`src/msx_io_pkg.sv`:
```
package msx_io_pkg;

    // PSG I/O ports
    localparam logic [7:0] PORT_PSG_ADDR  = 8'hA0;
    localparam logic [7:0] PORT_PSG_WRITE = 8'hA1;
    localparam logic [7:0] PORT_PSG_READ  = 8'hA2;

    // PPI I/O ports
    localparam logic [7:0] PORT_PPI_A    = 8'hA8;
    localparam logic [7:0] PORT_PPI_B    = 8'hA9;
    localparam logic [7:0] PORT_PPI_C    = 8'hAA;
    localparam logic [7:0] PORT_PPI_CTRL = 8'hAB;

    localparam logic [3:0] PSG_REG_IO_A = 4'd14;                    // Joystick and tape input
    localparam logic [3:0] PSG_REG_IO_B = 4'd15;                    // Joystick select and pins

    // Device select vector
    localparam int DEV_PSG   = 0;
    localparam int DEV_PPI   = 1;
    localparam int DEV_COUNT = 2;

    localparam logic [7:0] BUS_IDLE = 8'hFF;                        // Pulled-up data bus

    // 8255 mode definition word, bit 7 set
    typedef struct packed {
        logic       mode_set;
        logic [1:0] mode_a;                                         // Group A mode
        logic       dir_a;                                          // 1 = input
        logic       dir_c_hi;
        logic       mode_b;                                         // Group B mode
        logic       dir_b;
        logic       dir_c_lo;
    } ppi_mode_t;

    // 8255 port C bit set/reset word, bit 7 clear
    typedef struct packed {
        logic       mode_set;
        logic [2:0] unused;
        logic [2:0] bit_sel;
        logic       value;
    } ppi_bsr_t;

    typedef union packed {
        ppi_mode_t mode;
        ppi_bsr_t  bsr;
    } ppi_ctrl_t;

    localparam logic [7:0] PPI_C_RESET    = 8'h00;
    localparam logic [7:0] PPI_SLOT_RESET = 8'h00;
    localparam logic [7:0] PPI_MODE_RESET = 8'h82;                  // A out, B in, C out as set by BIOS

endpackage

```
`src/io_decode.sv`:
```
`timescale 1ns/10ps

module io_decode import msx_io_pkg::*; (
    input  logic                 clk,
    input  logic                 arst_n,
    input  logic                 req_valid,
    output logic                 req_ready,
    input  logic                 req_write,
    input  logic [7:0]           req_port,
    input  logic [7:0]           req_wdata,
    input  logic                 fire,
    output logic                 stage_valid,
    output logic [DEV_COUNT-1:0] stage_sel,
    output logic                 stage_write,
    output logic [7:0]           stage_port,
    output logic [7:0]           stage_wdata
);

    logic                 ready_en;                                 // Low until first edge after reset
    logic                 accept;
    logic [DEV_COUNT-1:0] sel_d;

    assign req_ready = ready_en & (~stage_valid | fire);
    assign accept    = req_valid & req_ready;

    // Port ranges to one-hot select, unmapped gives zero
    always_comb begin
        sel_d = '0;
        if (req_port >= PORT_PSG_ADDR && req_port <= PORT_PSG_READ) begin
            sel_d[DEV_PSG] = 1'b1;
        end else if (req_port >= PORT_PPI_A && req_port <= PORT_PPI_CTRL) begin
            sel_d[DEV_PPI] = 1'b1;
        end
    end

    always_ff @(posedge clk or negedge arst_n) begin
        if (!arst_n) begin
            ready_en    <= 1'b0;
            stage_valid <= 1'b0;
        end else begin
            ready_en <= 1'b1;
            if (accept) begin
                stage_valid <= 1'b1;                                // Refill on the same edge as fire
            end else if (fire) begin
                stage_valid <= 1'b0;
            end
        end
    end

    always_ff @(posedge clk) begin
        if (accept) begin
            stage_sel   <= sel_d;
            stage_write <= req_write;
            stage_port  <= req_port;
            stage_wdata <= req_wdata;
        end
    end

endmodule

```
`src/dev_ppi.sv`:
```
`timescale 1ns/10ps

module dev_ppi import msx_io_pkg::*; (
    input  logic       clk,
    input  logic       arst_n,
    input  logic       fire,
    input  logic       sel,
    input  logic       write,
    input  logic [7:0] port,
    input  logic [7:0] wdata,
    output logic [7:0] rdata,
    output logic [7:0] slot_config,
    output logic [3:0] kb_row,
    output logic       keybeep,
    output logic       tape_motor_on,
    input  logic [7:0] kb_cols
);

    logic [7:0] slot_q;                                             // Primary slot per page
    logic [7:0] port_c_q;
    ppi_ctrl_t  mode_q;
    ppi_ctrl_t  ctrl;
    logic       wr_en;
    logic       rd_en;
    logic [3:0] c_hi;
    logic [3:0] c_lo;

    assign ctrl  = ppi_ctrl_t'(wdata);
    assign wr_en = fire & sel & write;
    assign rd_en = sel & ~write;

    always_ff @(posedge clk or negedge arst_n) begin
        if (!arst_n) begin
            slot_q   <= PPI_SLOT_RESET;
            port_c_q <= PPI_C_RESET;
            mode_q   <= ppi_ctrl_t'(PPI_MODE_RESET);
        end else if (wr_en) begin
            case (port)
                PORT_PPI_A: begin
                    slot_q <= wdata;
                end
                PORT_PPI_C: begin
                    port_c_q <= wdata;
                end
                PORT_PPI_CTRL: begin
                    if (ctrl.mode.mode_set) begin
                        mode_q   <= ctrl;
                        port_c_q <= PPI_C_RESET;                    // Mode set clears outputs
                    end else begin
                        port_c_q[ctrl.bsr.bit_sel] <= ctrl.bsr.value;
                    end
                end
                default: begin
                end
            endcase
        end
    end

    // Port C halves set to input read as pulled-up pins
    assign c_hi = mode_q.mode.dir_c_hi ? 4'hF : port_c_q[7:4];
    assign c_lo = mode_q.mode.dir_c_lo ? 4'hF : port_c_q[3:0];

    always_comb begin
        rdata = BUS_IDLE;
        if (rd_en) begin
            case (port)
                PORT_PPI_A: rdata = slot_q;
                PORT_PPI_B: rdata = kb_cols;                        // Columns of selected row
                PORT_PPI_C: rdata = {c_hi, c_lo};
                default:    rdata = BUS_IDLE;                       // Control port is write only
            endcase
        end
    end

    assign slot_config   = slot_q;
    assign kb_row        = port_c_q[3:0];
    assign tape_motor_on = port_c_q[4];                             // Active high here
    assign keybeep       = port_c_q[7];

endmodule

```
`src/dev_psg.sv`:
```
`timescale 1ns/10ps

module dev_psg import msx_io_pkg::*; (
    input  logic       clk,
    input  logic       arst_n,
    input  logic       fire,
    input  logic       sel,
    input  logic       write,
    input  logic [7:0] port,
    input  logic [7:0] wdata,
    output logic [7:0] rdata,
    input  logic [5:0] joy_a,
    input  logic [5:0] joy_b,
    input  logic       tape_in
);

    logic [3:0] addr_q;                                             // Latched register index
    logic [7:0] regs_q [16];
    logic       wr_en;
    logic       rd_en;
    logic [5:0] joy_sel;

    assign wr_en = fire & sel & write;
    assign rd_en = sel & ~write;

    always_ff @(posedge clk or negedge arst_n) begin
        if (!arst_n) begin
            addr_q <= '0;
            for (int i = 0; i < 16; i++) begin
                regs_q[i] <= '0;
            end
        end else if (wr_en) begin
            case (port)
                PORT_PSG_ADDR: begin
                    addr_q <= wdata[3:0];
                end
                PORT_PSG_WRITE: begin
                    regs_q[addr_q] <= wdata;
                end
                default: begin
                end
            endcase
        end
    end

    // Register 15 bit 6 picks the joystick port
    assign joy_sel = regs_q[PSG_REG_IO_B][6] ? joy_b : joy_a;

    always_comb begin
        rdata = BUS_IDLE;
        if (rd_en && port == PORT_PSG_READ) begin
            if (addr_q == PSG_REG_IO_A) begin
                rdata = {tape_in, 1'b1, joy_sel};
            end else begin
                rdata = regs_q[addr_q];
            end
        end
    end

endmodule

```
`src/io_result.sv`:
```
`timescale 1ns/10ps

module io_result (
    input  logic       clk,
    input  logic       arst_n,
    input  logic       stage_valid,
    input  logic [7:0] psg_rdata,
    input  logic [7:0] ppi_rdata,
    output logic       fire,
    output logic       resp_valid,
    input  logic       resp_ready,
    output logic [7:0] resp_rdata
);

    logic [7:0] merged;

    // Idle devices drive 0xFF, so AND picks the selected one
    assign merged = psg_rdata & ppi_rdata;

    // Move stage forward when the slot is free or being drained
    assign fire = stage_valid & (~resp_valid | resp_ready);

    always_ff @(posedge clk or negedge arst_n) begin
        if (!arst_n) begin
            resp_valid <= 1'b0;
        end else if (fire) begin
            resp_valid <= 1'b1;
        end else if (resp_ready) begin
            resp_valid <= 1'b0;
        end
    end

    always_ff @(posedge clk) begin
        if (fire) begin
            resp_rdata <= merged;                                   // Held while stalled
        end
    end

endmodule

```
`src/msx_devices.sv`:
```
`timescale 1ns/10ps

module msx_devices import msx_io_pkg::*; (
    input  logic       clk,
    input  logic       arst_n,
    input  logic       req_valid,
    output logic       req_ready,
    input  logic       req_write,
    input  logic [7:0] req_port,
    input  logic [7:0] req_wdata,
    output logic       resp_valid,
    input  logic       resp_ready,
    output logic [7:0] resp_rdata,
    output logic [7:0] slot_config,
    output logic [3:0] kb_row,
    output logic       keybeep,
    output logic       tape_motor_on,
    input  logic [7:0] kb_cols,
    input  logic [5:0] joy_a,
    input  logic [5:0] joy_b,
    input  logic       tape_in
);

    logic                 stage_valid;
    logic [DEV_COUNT-1:0] stage_sel;
    logic                 stage_write;
    logic [7:0]           stage_port;
    logic [7:0]           stage_wdata;
    logic                 fire;
    logic [7:0]           psg_rdata;
    logic [7:0]           ppi_rdata;

    io_decode io_decode_i (
        .clk         (clk),
        .arst_n      (arst_n),
        .req_valid   (req_valid),
        .req_ready   (req_ready),
        .req_write   (req_write),
        .req_port    (req_port),
        .req_wdata   (req_wdata),
        .fire        (fire),
        .stage_valid (stage_valid),
        .stage_sel   (stage_sel),
        .stage_write (stage_write),
        .stage_port  (stage_port),
        .stage_wdata (stage_wdata)
    );

    dev_ppi dev_ppi_i (
        .clk           (clk),
        .arst_n        (arst_n),
        .fire          (fire),
        .sel           (stage_sel[DEV_PPI]),
        .write         (stage_write),
        .port          (stage_port),
        .wdata         (stage_wdata),
        .rdata         (ppi_rdata),
        .slot_config   (slot_config),
        .kb_row        (kb_row),
        .keybeep       (keybeep),
        .tape_motor_on (tape_motor_on),
        .kb_cols       (kb_cols)
    );

    dev_psg dev_psg_i (
        .clk     (clk),
        .arst_n  (arst_n),
        .fire    (fire),
        .sel     (stage_sel[DEV_PSG]),
        .write   (stage_write),
        .port    (stage_port),
        .wdata   (stage_wdata),
        .rdata   (psg_rdata),
        .joy_a   (joy_a),
        .joy_b   (joy_b),
        .tape_in (tape_in)
    );

    io_result io_result_i (
        .clk         (clk),
        .arst_n      (arst_n),
        .stage_valid (stage_valid),
        .psg_rdata   (psg_rdata),
        .ppi_rdata   (ppi_rdata),
        .fire        (fire),
        .resp_valid  (resp_valid),
        .resp_ready  (resp_ready),
        .resp_rdata  (resp_rdata)
    );

endmodule

```
`config.mk`:
```
export PLATFORM = sky130hd
export DESIGN_NAME = msx_devices
export DESIGN_NICKNAME = d
export VERILOG_FILES = /design/src/msx_io_pkg.sv /design/src/io_decode.sv /design/src/dev_ppi.sv /design/src/dev_psg.sv /design/src/io_result.sv /design/src/msx_devices.sv
export SDC_FILE = /design/constraint.sdc
export NUM_CORES = 1
export LEC_CHECK = 0
export ABC_AREA = 1
export BUFFER_PORTS_ARGS = -buffer_cell sky130_fd_sc_hd__buf_4
export CAP_MARGIN = 0
export CORE_MARGIN = 4
export CORE_UTILIZATION = 45
export CTS_CLUSTER_DIAMETER = 80
export CTS_CLUSTER_SIZE = 8
export DETAILED_ROUTE_END_ITERATION = 12
export HOLD_SLACK_MARGIN = 0.02
export MAX_ROUTING_LAYER = met4
export PLACE_DENSITY = 0.71
export SETUP_SLACK_MARGIN = 0.02
export SYNTH_ARGS = -nofsm -noshare
export SYNTH_HDL_FRONTEND = slang
export SYNTH_SLANG_ARGS = --single-unit
```
`constraint.sdc`:
```
create_clock -name clk -period 2.9 [get_ports clk]
set_input_delay 0.29 -clock clk [delete_from_list [all_inputs] [get_ports clk]]
set_output_delay 0.29 -clock clk [all_outputs]
set_load 0.005 [all_outputs]
```
==> qor.yml <==
cells_and_area:
  finish.utilization: 0.522
  drive_gt1_frac: 0.119
  stdcell_count: 1391
  final_nets: 1160
  post-route-cell-area_sq_um: 9850
  syn_to_final_growth_pct: 12.6
  antenna_cells: 0
sta:
  finalSetupViolCount: 0
  drv_slew: 0
  finalCritPeriodShare: 0.799
  timing.fmax_mhz: 431
  rsz0062_at_grt: "no"
  slew_headroom: 0.473
  worst_slew_pin_slew_ns: 0.790
  hold_violations: 0
  worst_slack_ns: 0.582
  tns_ns: 0
  fin_crit_ns: 2.32
  fin_skew_ns: 0.0172
  whs_ns: 0.0364
drt:
  viasPerCell: 5.07
  wl_per_cell_um: 15.5
  drtIter0Drc: 611
  first_pass_iters: 5
  final_antenna_net_count: 0
  vias: 7054
  drt_wl_total_um: 21500
  drcViolationCount: 0
die:
  rows: 50
  core_area_sq_um: 18900
  fp.dieH_um: 147
  die_area_sq_um: 21700
  die_width_um: 147
  io_pins: 66
  initial_core_util: 0.463
clocking:
  cts.path.max_buffers: 2
  ctsResizeCount: 0
  clkSlewWorstSetupHoldPaths_ns: 0.06
  cts_buffers: 17
  cts-hold-fix-buffers: 6
  root_buffer: "clkbuf_16"
  htree_levels: 4
  numClockSinks: 179
  worst_skew_pair.late_latency_ns: 0.44
  post-cts-setup-buffers: 0
  cts_tree: "done"
grt:
  grt_pass1_vias: 6903
  grt_usage: 0.211
  gr-total-overflow: 0
  antenna_found_initial: 0
  grt_pass1_wl_um: 35600
  grt_max_degree: 67
placement:
  placedInstanceArea_sq_um: 9230
  dp_hpwl_um: 14600
  dp_slack_ns: 0.610
  place.gp.congestion: 0.923
  dp.cells: 1353
  portBuffers: 65
logic_synthesis:
  yosys-mux-area-fraction: 0.00772
  ys_types: 33
  synth_area_sq_um: 8750
  yosys_register_bits: 179
  synth_simple_gate_area_frac: 0.286
  syn_nets: 1115
  synthAdderAreaFrac: 0
  synth_cells: 1073
  ys_warn_count: 0
  synth_top_family_by_area: "simple AND/OR/NAND/NOR gates"
  synth_xor_xnor_area_share: 0
  synth-seq-area-share: 0.527
  synth_compound_area_frac: 0.110
  synth.avg_cell_area_sq_um: 8.16
pwr:
  total_power_mw: 5.00
  p_leak_nw: 4.67
  ir_drop_mv: 0.324
  power_density_nw_per_um2: 507
critical_path:
  crit_required_ns: 3.23
  crit_arrival_ns: 2.65
  worstSetupPathType: "flip-flop to flip-flop"
  crit_path_start_kind: "flip-flop"
  worstPathMaxFanout: 57
  end_kind: "flip-flop"
outcome:
  outcome: "complete, no violations"
min_path:
  min_path_type: "input pin to flip-flop"
run:
  max-cap-violations: 0
cells in the mapped netlist (all sizes together):
cell	n	area share
nand2	498	0.21
o21ai	159	0.091
dfrtp	152	0.43
nor2	50	0.024
nand3	40	0.036
inv	35	0.015
buf	32	0.033
edfxtp	27	0.093
clkbuf	20	0.0097
a21oi	19	0.011
nor3	11	0.0081
clkdlybuf4s50	8	0.010
mux2	6	0.0077
o22ai	6	0.0043
nand4	3	0.0021
a22oi	2	0.0017
a2111oi	1	0.0010
conb	1	0.00043
nand3b	1	0.00086
nor3b	1	0.00086
o31ai	1	0.00086
power breakdown:
group          leakage [nW]  switching, mW  internal (mW)
clock network         0.276          0.988           1.23
logic                  2.07          0.127         0.0706
registers              2.33         0.0129           2.57
total                  4.67           1.13           3.87
area by class of cell:
type,count,area (sq um)
clock inverter,12,109
fill,1847,9040
timing repair buffer,86,677
multi-input combinational,799,3540
sequential,179,4620
clock buffer,20,457
inverter,35,131
tap,260,325
layout by cell type (no fill, tap or decap), types with 6 or more instances in the layout:
master / instances
dlygate4sd3_1: 6
nor2_1: 46
edfxtp_1: 27
nand3_4: 9
nand2_1: 497
a21oi_1: 19
mux2_2: 6
clkbuf_16: 17
buf_4: 78
o22ai_1: 6
nand3_1: 31
dfrtp_1: 151
o21ai_0: 159
nor3_1: 9
inv_1: 34
cell families after synthesis:
kind of cell    count (synthesis)
compound gates                188
mux                             6
other cells                     1
flops                         179
buf+inv                        95
simple gates                  604
layer usage:
| layer | global-route usage | vias to the layer above | part of all wire |
|---|---|---|---|
| met5 | - | - | 0 |
| met4 | 0.0587 | 0 | 0.017 |
| met3 | 0.0386 | 27 | 0.041 |
| met2 | 0.337 | 163 | 0.48 |
| met1 | 0.279 | 3324 | 0.46 |
| li1 | - | 3540 | - |
critical path: stages (launching register included):
cell and delay (ns):
dfrtp_2 0.62, inv_1 0.08, buf_4 0.33, nor2_4 0.34, nand3_1 0.46, o21ai_0 0.36
state kept, by name (all words and copies together), names as in the netlist:
register and cells:
dev_psg_i.regs_q 127, dev_ppi_i.port_c_q 8, dev_ppi_i.slot_config 8, io_decode_i.stage_port 8, io_decode_i.stage_wdata 8, io_result_i.resp_rdata 8
dev_psg_i.addr_q 4, dev_ppi_i.mode_q 2, io_decode_i.stage_sel 2, io_decode_i.ready_en 1, io_decode_i.stage_valid 1, io_decode_i.stage_write 1
io_result_i.resp_valid 1
path summary, 6_finish.rpt:
check / startpoint / end / slack [ns] / depth (start not counted)
max in group asynchronous: arst_n / dev_psg_i.addr_q[0] / 1.83 / 3
min reg2reg: io_decode_i.stage_valid / io_result_i.resp_valid / 0.47 / 2
max reg2reg: dev_psg_i.addr_q[0] / dev_psg_i.regs_q[83] / 0.58 / 5
min: req_wdata[4] / io_decode_i.stage_wdata[4] / 0.04 / 1
min in group asynchronous: arst_n / dev_psg_i.regs_q[73] / 0.34 / 2
max: dev_psg_i.addr_q[0] / dev_psg_i.regs_q[83] / 0.58 / 5
(Power assumes the default switching activity.)
